[config.mk]
export PLATFORM = sky130hd
export DESIGN_NAME = branchPredictionUnit
export DESIGN_NICKNAME = d
export VERILOG_FILES = /design/src/rtl/bpuPkg.sv /design/src/rtl/branchHistoryTable.sv /design/src/rtl/returnAddressStack.sv /design/src/rtl/branchTargetBuffer.sv /design/src/rtl/branchPredictionUnit.sv
export SDC_FILE = /design/constraint.sdc
export NUM_CORES = 2
export LEC_CHECK = 0
export CAP_MARGIN = 5
export CORE_MARGIN = 4
export CORE_UTILIZATION = 50
export CTS_BUF_LIST = sky130_fd_sc_hd__clkbuf_8
export DETAILED_ROUTE_END_ITERATION = 16
export DONT_BUFFER_PORTS = 1
export SLEW_MARGIN = 20
export SYNTH_ARGS = -nofsm -noshare
export SYNTH_HDL_FRONTEND = slang
export SYNTH_SLANG_ARGS = --single-unit
[constraint.sdc]
create_clock -name clk -period 9.9 [get_ports clk]
set_input_delay 1.98 -clock clk [delete_from_list [all_inputs] [get_ports clk]]
set_output_delay 1.98 -clock clk [all_outputs]
set_load 0.02 [all_outputs]
[src/rtl/bpuPkg.sv]
// shared sizes and encodings for the branch prediction unit
// PCs are byte addresses and always word aligned, so bits 1:0 are ignored
package bpuPkg;

    // address width of fetch and execute PCs
    localparam int pcWidth = 32;

    // direction table indexed by pc[9:2]
    localparam int bhtIndexWidth = 8;
    localparam int bhtDepth = 1 << bhtIndexWidth;

    // target buffer indexed by pc[6:2], tagged with pc[31:7]
    localparam int btbIndexWidth = 5;
    localparam int btbTagWidth = pcWidth - btbIndexWidth - 2;
    localparam int btbDepth = 1 << btbIndexWidth;

    // return stack, pointer wraps on overflow and underflow
    localparam int rasPtrWidth = 4;
    localparam int rasDepth = 1 << rasPtrWidth;

    // two-bit saturating counter states
    localparam logic [1:0] ctrStrongNotTaken = 2'd0;
    localparam logic [1:0] ctrWeakNotTaken = 2'd1;
    localparam logic [1:0] ctrWeakTaken = 2'd2;
    localparam logic [1:0] ctrStrongTaken = 2'd3;

    // branch kinds reported by execute
    // not a control-flow instruction
    localparam logic [1:0] kindNone = 2'd0;
    // jr through r31
    localparam logic [1:0] kindReturn = 2'd1;
    // conditional branch, or other direct / indirect jump
    localparam logic [1:0] kindJump = 2'd2;
    // jump-and-link
    localparam logic [1:0] kindCall = 2'd3;

    // return address sits past the delay slot
    localparam logic [pcWidth-1:0] returnOffset = 8;

    // sequential fetch step
    localparam logic [pcWidth-1:0] fetchStride = 4;

endpackage

[src/rtl/branchHistoryTable.sv]
// 256 two-bit counters, no tags, so aliasing branches share a counter
// read is combinational on pc; an update lands at the end of its cycle
`timescale 1ns/100ps

module branchHistoryTable (
    input  logic                       clk,
    input  logic                       resetn,
    // fetch lookup
    input  logic [bpuPkg::pcWidth-1:0] pc,
    // execute report
    input  logic                       exValid,
    input  logic [bpuPkg::pcWidth-1:0] exPc,
    input  logic                       exTaken,
    input  logic                       exUncond,
    // direction for the fetch PC
    output logic                       taken
);

    // counter storage
    logic [1:0] ctrArr [bpuPkg::bhtDepth];

    // word index, pc[9:2]
    logic [bpuPkg::bhtIndexWidth-1:0] rdIndex;
    logic [bpuPkg::bhtIndexWidth-1:0] wrIndex;

    // counter being trained and its next value
    logic [1:0] ctrCur;
    logic [1:0] ctrNext;

    assign rdIndex = pc[bpuPkg::bhtIndexWidth+1:2];
    assign wrIndex = exPc[bpuPkg::bhtIndexWidth+1:2];
    assign ctrCur = ctrArr[wrIndex];

    // saturating step toward the resolved direction
    always_comb begin
        if (exUncond) begin
            // always-taken jumps go straight to strong taken
            ctrNext = bpuPkg::ctrStrongTaken;
        end else begin
            case (ctrCur)
                bpuPkg::ctrStrongNotTaken: begin
                    ctrNext = exTaken ? bpuPkg::ctrWeakNotTaken
                                      : bpuPkg::ctrStrongNotTaken;
                end
                bpuPkg::ctrWeakNotTaken: begin
                    ctrNext = exTaken ? bpuPkg::ctrWeakTaken
                                      : bpuPkg::ctrStrongNotTaken;
                end
                bpuPkg::ctrWeakTaken: begin
                    ctrNext = exTaken ? bpuPkg::ctrStrongTaken
                                      : bpuPkg::ctrWeakNotTaken;
                end
                default: begin
                    // strong taken only falls back one step
                    ctrNext = exTaken ? bpuPkg::ctrStrongTaken
                                      : bpuPkg::ctrWeakTaken;
                end
            endcase
        end
    end

    // whole table back to strong not taken on reset
    always_ff @(posedge clk) begin
        if (!resetn) begin
            for (int i = 0; i < bpuPkg::bhtDepth; i++) begin
                ctrArr[i] <= bpuPkg::ctrStrongNotTaken;
            end
        end else if (exValid) begin
            ctrArr[wrIndex] <= ctrNext;
        end
    end

    // upper bit means taken
    // same-cycle update is not bypassed, lookup sees the old counter
    assign taken = ctrArr[rdIndex][1];

endmodule

[src/rtl/returnAddressStack.sv]
// 16-entry circular return stack, no overflow or underflow detection
// overflow overwrites the oldest entry; no repair after a mispredict
`timescale 1ns/100ps

module returnAddressStack (
    input  logic                       clk,
    input  logic                       resetn,
    // call resolved, store its return address
    input  logic                       push,
    // return resolved, drop the newest entry
    input  logic                       pop,
    input  logic [bpuPkg::pcWidth-1:0] pushAddr,
    // newest return address
    output logic [bpuPkg::pcWidth-1:0] top
);

    // entries and next free slot
    logic [bpuPkg::pcWidth-1:0]    stackArr [bpuPkg::rasDepth];
    logic [bpuPkg::rasPtrWidth-1:0] ptr;

    // slot holding the newest entry, wraps below zero
    logic [bpuPkg::rasPtrWidth-1:0] ptrBelow;

    assign ptrBelow = ptr - 1'b1;

    always_ff @(posedge clk) begin
        if (!resetn) begin
            ptr <= '0;
            for (int i = 0; i < bpuPkg::rasDepth; i++) begin
                stackArr[i] <= '0;
            end
        end else if (push) begin
            // push wins if both show up together
            stackArr[ptr] <= pushAddr;
            ptr <= ptr + 1'b1;
        end else if (pop) begin
            // entry stays in place, only the pointer moves
            ptr <= ptrBelow;
        end
    end

    // top of stack, old value during a same-cycle push or pop
    assign top = stackArr[ptrBelow];

endmodule

[src/rtl/branchTargetBuffer.sv]
// direct-mapped 32-entry target buffer with full 25-bit tags
// returns take their target from the stack, not from the stored target
// only taken control-flow reports allocate; not-taken ones never evict
`timescale 1ns/100ps

module branchTargetBuffer (
    input  logic                       clk,
    input  logic                       resetn,
    // fetch lookup
    input  logic [bpuPkg::pcWidth-1:0] pc,
    // execute report
    input  logic                       exValid,
    input  logic [bpuPkg::pcWidth-1:0] exPc,
    input  logic                       exTaken,
    input  logic [1:0]                 exKind,
    input  logic [bpuPkg::pcWidth-1:0] exTarget,
    // lookup result
    output logic                       hit,
    output logic                       isReturn,
    output logic [bpuPkg::pcWidth-1:0] target
);

    // entry arrays, only valid has a reset
    logic                           validArr  [bpuPkg::btbDepth];
    logic [bpuPkg::btbTagWidth-1:0] tagArr    [bpuPkg::btbDepth];
    logic [1:0]                     kindArr   [bpuPkg::btbDepth];
    logic [bpuPkg::pcWidth-1:0]     targetArr [bpuPkg::btbDepth];

    // fetch side, index pc[6:2] and tag pc[31:7]
    logic [bpuPkg::btbIndexWidth-1:0] rdIndex;
    logic [bpuPkg::btbTagWidth-1:0]   rdTag;

    // execute side slices
    logic [bpuPkg::btbIndexWidth-1:0] wrIndex;
    logic [bpuPkg::btbTagWidth-1:0]   wrTag;

    // decoded report
    logic                       resolvedTaken;
    logic                       wrEn;
    logic [bpuPkg::pcWidth-1:0] wrTarget;

    // stack control
    logic                       rasPush;
    logic                       rasPop;
    logic [bpuPkg::pcWidth-1:0] rasPushAddr;
    logic [bpuPkg::pcWidth-1:0] rasTop;

    assign rdIndex = pc[bpuPkg::btbIndexWidth+1:2];
    assign rdTag = pc[bpuPkg::pcWidth-1:bpuPkg::btbIndexWidth+2];
    assign wrIndex = exPc[bpuPkg::btbIndexWidth+1:2];
    assign wrTag = exPc[bpuPkg::pcWidth-1:bpuPkg::btbIndexWidth+2];

    // lookup, old contents during a same-cycle write
    assign hit = validArr[rdIndex] && (tagArr[rdIndex] == rdTag);
    assign isReturn = hit && (kindArr[rdIndex] == bpuPkg::kindReturn);

    // returns read the stack, everything else the stored target
    assign target = isReturn ? rasTop : targetArr[rdIndex];

    // taken control-flow report from execute
    assign resolvedTaken = exValid && exTaken;
    assign wrEn = resolvedTaken && (exKind != bpuPkg::kindNone);

    // return entries keep no target of their own
    assign wrTarget = (exKind == bpuPkg::kindReturn) ? '0 : exTarget;

    // call pushes its return address, return pops
    assign rasPush = resolvedTaken && (exKind == bpuPkg::kindCall);
    assign rasPop = resolvedTaken && (exKind == bpuPkg::kindReturn);

    // past the call and its delay slot
    assign rasPushAddr = exPc + bpuPkg::returnOffset;

    // valid bits
    always_ff @(posedge clk) begin
        if (!resetn) begin
            for (int i = 0; i < bpuPkg::btbDepth; i++) begin
                validArr[i] <= 1'b0;
            end
        end else if (wrEn) begin
            validArr[wrIndex] <= 1'b1;
        end
    end

    // tag, kind and target payload
    // an alias at the same index simply replaces the entry
    always_ff @(posedge clk) begin
        if (wrEn) begin
            tagArr[wrIndex] <= wrTag;
            kindArr[wrIndex] <= exKind;
            targetArr[wrIndex] <= wrTarget;
        end
    end

    returnAddressStack i_returnAddressStack (
        .clk      (clk),
        .resetn   (resetn),
        .push     (rasPush),
        .pop      (rasPop),
        .pushAddr (rasPushAddr),
        .top      (rasTop)
    );

endmodule

[src/rtl/branchPredictionUnit.sv]
// next-PC predictor for fetch, fully combinational from pc to nextPc
// execute reports have no back-pressure; each exValid cycle trains once
`timescale 1ns/100ps

module branchPredictionUnit (
    input  logic                       clk,
    input  logic                       resetn,
    // fetch PC for this cycle
    input  logic [bpuPkg::pcWidth-1:0] pc,
    // resolved instruction from execute
    input  logic                       exValid,
    input  logic [bpuPkg::pcWidth-1:0] exPc,
    input  logic                       exTaken,
    input  logic [1:0]                 exKind,
    input  logic                       exUncond,
    input  logic [bpuPkg::pcWidth-1:0] exTarget,
    // prediction
    output logic [bpuPkg::pcWidth-1:0] nextPc,
    output logic                       predictTaken,
    output logic                       btbHit
);

    // direction from the counter table
    logic                       bhtTaken;

    // target side
    logic                       btbIsReturn;
    logic [bpuPkg::pcWidth-1:0] btbTarget;

    // sequential path
    logic [bpuPkg::pcWidth-1:0] fallThrough;

    branchHistoryTable i_branchHistoryTable (
        .clk      (clk),
        .resetn   (resetn),
        .pc       (pc),
        .exValid  (exValid),
        .exPc     (exPc),
        .exTaken  (exTaken),
        .exUncond (exUncond),
        .taken    (bhtTaken)
    );

    branchTargetBuffer i_branchTargetBuffer (
        .clk      (clk),
        .resetn   (resetn),
        .pc       (pc),
        .exValid  (exValid),
        .exPc     (exPc),
        .exTaken  (exTaken),
        .exKind   (exKind),
        .exTarget (exTarget),
        .hit      (btbHit),
        .isReturn (btbIsReturn),
        .target   (btbTarget)
    );

    assign fallThrough = pc + bpuPkg::fetchStride;

    // a miss is never taken
    // returns are taken regardless of their counter
    assign predictTaken = btbHit && (btbIsReturn || bhtTaken);

    assign nextPc = predictTaken ? btbTarget : fallThrough;

endmodule

# Yosys cells after proc, flatten, opt, wreduce, memory -nomap -nowiden
# Memories as Yosys holds them, arrays and structs flattened.
# Cells that the tools add are included.
# word_totals
regBits,4
mem_bits_rw,2944
word_cells,62
mem_count,6
out_inout_bits,34
# memory_table
memory,depth,width,rd,rd_clocked_by_memory_dff,write_ports,line_no,rtl
i_branchTargetBuffer.targetArr,32,32,1,0,1,branchTargetBuffer.sv:27,logic [bpuPkg::pcWidth-1:0] targetArr [bpuPkg::btbDepth];
i_branchTargetBuffer.tagArr,32,25,1,0,1,branchTargetBuffer.sv:25,logic [bpuPkg::btbTagWidth-1:0] tagArr [bpuPkg::btbDepth];
i_branchHistoryTable.ctrArr,256,2,2,0,256,branchHistoryTable.sv:20,logic [1:0] ctrArr [bpuPkg::bhtDepth];
i_branchTargetBuffer.i_returnAddressStack.stackArr,16,32,1,0,16,returnAddressStack.sv:18,logic [bpuPkg::pcWidth-1:0] stackArr [bpuPkg::rasDepth];
i_branchTargetBuffer.kindArr,32,2,1,0,1,branchTargetBuffer.sv:26,logic [1:0] kindArr [bpuPkg::btbDepth];
i_branchTargetBuffer.validArr,32,1,1,0,32,branchTargetBuffer.sv:24,logic validArr [bpuPkg::btbDepth];
# classes
addsub,4
eq_ne,6
muxes,31
n_reduce_logical,14
# ops
operator,count
32-bit 2-to-1 mux,4
"32-bit by 3-bit adder with 32-bit output, second input constant",1
"32-bit by 4-bit adder with 32-bit output, second input constant",1
32-bit OR reduction,1
25-bit == test,1
1-bit 2-to-1 mux,17
4-bit 2-to-1 mux,3
2-bit 2-to-1 mux,4
8-bit 2-to-1 mux,1
1-bit logical AND,7
"2-bit by 1-bit == test with 1-bit output, second input constant",3
2-bit one-hot mux with 3 select lines,1
5-bit 2-to-1 mux,1
"4-bit by 1-bit adder with 4-bit output, second input constant",1
"2-bit == test, second input constant",2
2-bit nonzero test,2
"4-bit by 1-bit subtractor with 4-bit output, second input constant",1
2-bit zero test,1
2-bit OR reduction,1
1-bit logical OR,1
1-bit OR reduction,1

# Logic depth before layout (Yosys ltp)
# depth
word_depth,7
ltp_mapped,16
depth_no_buf,9

# Hierarchy
# A second synthesis with hierarchy kept.
# hier_totals
hier_cells,7311
area_unflattened_um2,126627.7
# by_module_without_submodules
module,area_per_inst_um2,seq_area_each_um2,cells_each,n_inst
branchTargetBuffer,74820.5,57335.0,3429,1
branchHistoryTable,27089.7,15374.7,2172,1
returnAddressStack,23687.7,15454.8,1535,1
branchPredictionUnit,1029.7,0.0,175,1

# Least setup slack after synthesis
# Ideal clock, no wire load.
# synth_path
kind,input to register
from,input port exPc[2] (netlist bit)
to,"memory i_branchTargetBuffer.kindArr[1][0], enable pin"
n_path_buf,4
setup_ns,0.551
cell_stages,8
setup_slack_ns,1.691
arrival_time_ns,7.658
path_cell_list,clkbuf_1 -> buf_2 -> buf_4 -> buf_4 -> clkinv_1 -> nor2_1 -> nand2_1 -> nor3_1
# synth_lines
item,line_no,rtl
start: declaration,branchPredictionUnit.sv:12,"input logic [bpuPkg::pcWidth-1:0] exPc,"
end: declaration,branchTargetBuffer.sv:26,
# Straight into the memory's write port.

# Worst setup path after layout
# layout_path
from,input port pc[2] (netlist bit)
to,output port nextPc[3] (netlist bit)
# layout_between
elab_chain_len,7
word_cells_on_any_way,14
classes_between,1 x add/sub; 2 x eq/ne; 2 x mux; 4 x reduce/logical; 5 x memory
# layout_lines
item,line_no,rtl
start: declaration,branchPredictionUnit.sv:9,"input logic [bpuPkg::pcWidth-1:0] pc,"
memory 32 x 25 bit,n/a,
25-bit == test,branchTargetBuffer.sv:54,assign hit = validArr[rdIndex] && (tagArr[rdIndex] == rdTag);
1-bit logical AND,branchTargetBuffer.sv:54,
1-bit logical AND,branchTargetBuffer.sv:55,assign isReturn = hit && (kindArr[rdIndex] == bpuPkg::kindReturn);
1-bit logical OR,branchPredictionUnit.sv:62,assign predictTaken = btbHit && (btbIsReturn || bhtTaken);
1-bit logical AND,branchPredictionUnit.sv:62,
32-bit 2-to-1 mux *,branchPredictionUnit.sv:64,assign nextPc = predictTaken ? btbTarget : fallThrough;
end: declaration,branchPredictionUnit.sv:18,"output logic [bpuPkg::pcWidth-1:0] nextPc,"
# Every way passes the cells marked *; elsewhere a longest branch is shown, timed or not.

==> qor.txt <==
LOGIC SYNTHESIS
---------------------------------------------------------------------------
Largest cells by area after synthesis                          sky130_fd_sc_hd__edfxtp_1, sky130_fd_sc_hd__mux4_2, sky130_fd_sc_hd__nor3_1
Post-synth design cell area                                     0.124 sq mm
Average cell area after synthesis                                18.0 sq um
Async SR Flop Fraction                                                   0%
Count of flip-flops with a built-in enable after synthesis            2,912
Top FF cell, synth                                             sky130_fd_sc_hd__edfxtp_1
Count of different cell masters after synthesis                          85
Post-Synthesis Net Count                                              7,002
Flops & latches, synth                                                2,948
Share of synthesized area occupied by flip-flops and latches          71.0%
Synth Instances                                                       6,892
Number of warnings printed during yosys synthesis                         0
Dominant cell type by area after synthesis                     sky130_fd_sc_hd__edfxtp_1
Top cell type's share of synthesized area                             70.4%

GLOBAL ROUTING
---------------------------------------------------------------------------
Overflow left after global routing                                        0
Via count of the first global-routing pass                            69.1k
Global-route wire length before repair                               515 mm
Largest net degree at the start of global routing                       542
Total routing resource utilization after global routing               28.1%
Antenna violations before repair                                         21

FINAL LAYOUT
---------------------------------------------------------------------------
Design Area, Final                                              0.136 sq mm
Number of nets in the layout                                          7,055
Ratio of cells with drive above 1 in the final layout                 23.8%
Area overhead of the layout relative to synthesis                     9.42%
Fill cells                                                            19.5k

STA
---------------------------------------------------------------------------
F_max                                                             0.111 GHz
Tcrit/Tclk final                                                      91.3%
Time the worst path needs with I/O delays and setup                 9.04 ns
RSZ-0062 raised after global routing                                     no
Max-slew headroom at the worst pin                                    20.6%
Tightest Pin Transition                                             1.19 ns
Total negative setup slack                                             0 ns
Final setup skew                                                  0.0688 ns
Total count of hold-check failures in the final report                    0
Final number of max-transition violations                                 0
Worst hold slack across all endpoints                              0.463 ns
Final Worst Setup Slack                                            0.865 ns
Total setup violations reported at the end of the flow                    0

ROUTING
---------------------------------------------------------------------------
Routed vias                                                           69.2k
Final WL                                                             362 mm
Post-DRT Antenna Nets                                                     0
Total DRC errors in the routed layout                                     0
Iter 0 DRT Violations                                                 8,390
DR vias/cell                                                           6.51
DR pass1 iterations                                                       5
Post-detailed-route wirelength per cell                             34.1 um

FLOORPLANNING
---------------------------------------------------------------------------
Std cell rows                                                           182
Height of the die                                                    506 um
Boundary Pins                                                           137
Initial core utilization                                              50.4%
Standard cell core area                                         0.246 sq mm
Horizontal die dimension                                             506 um
Area of the die                                                 0.256 sq mm

PLACE
---------------------------------------------------------------------------
Routability congestion estimate from global placement                 0.817
Port buffer count                                                         0
Placed cell area                                                0.127 sq mm
Pre-CTS WS                                                          1.24 ns
DP HPWL                                                              192 mm

HOLD PATH
---------------------------------------------------------------------------
Hold Crit Class                                                  reg -> reg
Launch instance of the worst min-delay path                    i_branchTargetBuffer.validArr[28]

CRITICAL PATH
---------------------------------------------------------------------------
Critical path peak fanout                                               541
WP data arrival                                                     7.06 ns
WS Path Type                                                      in -> out
Origin of the critical flop-to-flop path                       i_branchHistoryTable.ctrArr[255][0]
Category of the worst setup path capture point                  output port
Critical Path Start Type                                         input port
Setup crit start                                                      pc[2]
Critical path required time                                         7.92 ns

CLOCK NETWORK
---------------------------------------------------------------------------
Clock Tree Root                                                sky130_fd_sc_hd__clkbuf_8
Post-CTS resize count                                                     0
Clock tree sinks                                                      2,948
Cts bufs inserted                                                       485
Clock transition at path regs                                       0.06 ns
H-Tree Depth                                                              5
Number of buffers added for setup after CTS                               0
Number of hold buffers added after CTS                                    0
Clock insertion delay at the later pin of the skew report           1.11 ns
Maximum clock path buffer count                                           4
CTS tree                                                               done

POWER
---------------------------------------------------------------------------
Power density over cell area                                    186 mW/mm^2
Peak supply drop                                                     108 uV
Static power due to leakage                                         42.9 nW
Post-layout power                                                   25.3 mW

FLOW RUN
---------------------------------------------------------------------------
Max-Cap Viols                                                             0

OUTCOME
---------------------------------------------------------------------------
Run status                                                     complete, no violations

## critical path, stage by stage
cell and delay (ns):
sky130_fd_sc_hd__inv_2 0.69, sky130_fd_sc_hd__mux4_2 0.58, sky130_fd_sc_hd__a32oi_1 0.20, sky130_fd_sc_hd__o2111ai_1 0.29, sky130_fd_sc_hd__nand2b_4 0.91, sky130_fd_sc_hd__nand2_1 0.14
sky130_fd_sc_hd__nor3b_2 0.93, sky130_fd_sc_hd__nor4_4 0.12, sky130_fd_sc_hd__buf_4 0.28, sky130_fd_sc_hd__mux2i_1 0.46
## per-layer routing
| metal | GRT usage [%] | vias up | routed length (um) |
|---|---|---|---|
| met5 | 0 | - | 57 |
| met4 | 8.25 | 10 | 11200 |
| met3 | 5.81 | 634 | 33300 |
| met2 | 44.8 | 3576 | 174000 |
| met1 | 39.6 | 37000 | 143000 |
| li1 | - | 28000 | - |
## synthesized netlist by cell type, types with 32 or more instances
| library cell | n |
|---|---|
| sky130_fd_sc_hd__clkbuf_1 | 384 |
| sky130_fd_sc_hd__nand3_1 | 48 |
| sky130_fd_sc_hd__edfxtp_1 | 2912 |
| sky130_fd_sc_hd__mux4_2 | 827 |
| sky130_fd_sc_hd__nor2b_1 | 33 |
| sky130_fd_sc_hd__xor2_1 | 32 |
| sky130_fd_sc_hd__buf_2 | 89 |
| sky130_fd_sc_hd__o21ai_0 | 279 |
| sky130_fd_sc_hd__a31oi_1 | 36 |
| sky130_fd_sc_hd__nand2_1 | 214 |
| sky130_fd_sc_hd__buf_1 | 38 |
| sky130_fd_sc_hd__buf_4 | 52 |
| sky130_fd_sc_hd__o21a_1 | 34 |
| sky130_fd_sc_hd__xnor2_1 | 49 |
| sky130_fd_sc_hd__dfxtp_1 | 36 |
| sky130_fd_sc_hd__nor3_1 | 547 |
| sky130_fd_sc_hd__and2_1 | 53 |
| sky130_fd_sc_hd__a22oi_1 | 37 |
| sky130_fd_sc_hd__mux2i_1 | 132 |
| sky130_fd_sc_hd__buf_6 | 40 |
| sky130_fd_sc_hd__nor2_1 | 615 |
## metrics by stage
step	std cells	util [%]
after CTS	10600	55.1
final	10600	55.1
after detailed placement	9768	51.6
after floorplan	6892	-
after global placement	9767	51.6
after global routing	10600	55.1
## kinds of logic after synthesis
logic type	after synthesis	share of synthesized area, %
flops	2948	71.0
simple gates	1615	5.95
fa+ha+maj	9	0.0887
compound gates	584	3.00
buf+inv	642	2.59
xor+xnor	81	0.571
mux	1013	16.8
## report_power, final
group / switching [mW] / total [mW] / internal [mW] / leakage (nW)
clock: 4.77 / 9.74 / 4.97 / 5.13
combinational: 0.938 / 1.56 / 0.623 / 10.5
sequential: 0.0619 / 14.0 / 13.9 / 27.2
total: 5.77 / 25.3 / 19.5 / 42.9
## placed cells by master (no fill, tap or decap), types with 34 or more instances in the layout
master / count
sky130_fd_sc_hd__mux2i_1: 132
sky130_fd_sc_hd__a22oi_1: 37
sky130_fd_sc_hd__xnor2_1: 42
sky130_fd_sc_hd__inv_1: 207
sky130_fd_sc_hd__dfxtp_1: 35
sky130_fd_sc_hd__edfxtp_1: 2912
sky130_fd_sc_hd__clkinv_1: 105
sky130_fd_sc_hd__clkbuf_8: 509
sky130_fd_sc_hd__nand2_1: 174
sky130_fd_sc_hd__a31oi_1: 36
sky130_fd_sc_hd__mux4_2: 827
sky130_fd_sc_hd__nand3_1: 43
sky130_fd_sc_hd__o21a_1: 34
sky130_fd_sc_hd__nor3_1: 531
sky130_fd_sc_hd__o21ai_0: 279
sky130_fd_sc_hd__buf_4: 177
sky130_fd_sc_hd__nor2_1: 597
sky130_fd_sc_hd__nand2_2: 40
sky130_fd_sc_hd__and2_1: 47
## worst paths after layout
check | end | slack [ns] | cells after the start
worst max-delay path | nextPc[3] | 0.86 | 10
worst min-delay path | i_branchTargetBuffer.validArr[28] | 0.46 | 1
worst max register to register | i_branchHistoryTable.ctrArr[58][1] | 4.96 | 11
worst min register to register | i_branchTargetBuffer.validArr[28] | 0.46 | 1
## registers in the layout, indices dropped and copies added (netlist names)
register                                            cells
i_branchTargetBuffer.i_returnAddressStack.stackArr    512
i_branchTargetBuffer.validArr                          32
i_branchTargetBuffer.tagArr                           800
i_branchTargetBuffer.kindArr                           64
i_branchTargetBuffer.i_returnAddressStack.ptr           4
i_branchHistoryTable.ctrArr                           512
i_branchTargetBuffer.targetArr                       1024
## layout make-up
type                            count  area [sq um]  area share, %
Tap cell                         3312          4140           3.05
Antenna cell                       11          27.5         0.0203
Timing Repair Buffer              185          1490           1.10
Clock buffer                      509          7010           5.16
Inverter                           23          88.8         0.0654
Multi-Input combinational cell   3302         33300           24.5
Clock inverter                    344          1670           1.23
Sequential cell                  2948         88200           64.9
Note: power is estimated with default switching activity, not from simulation.
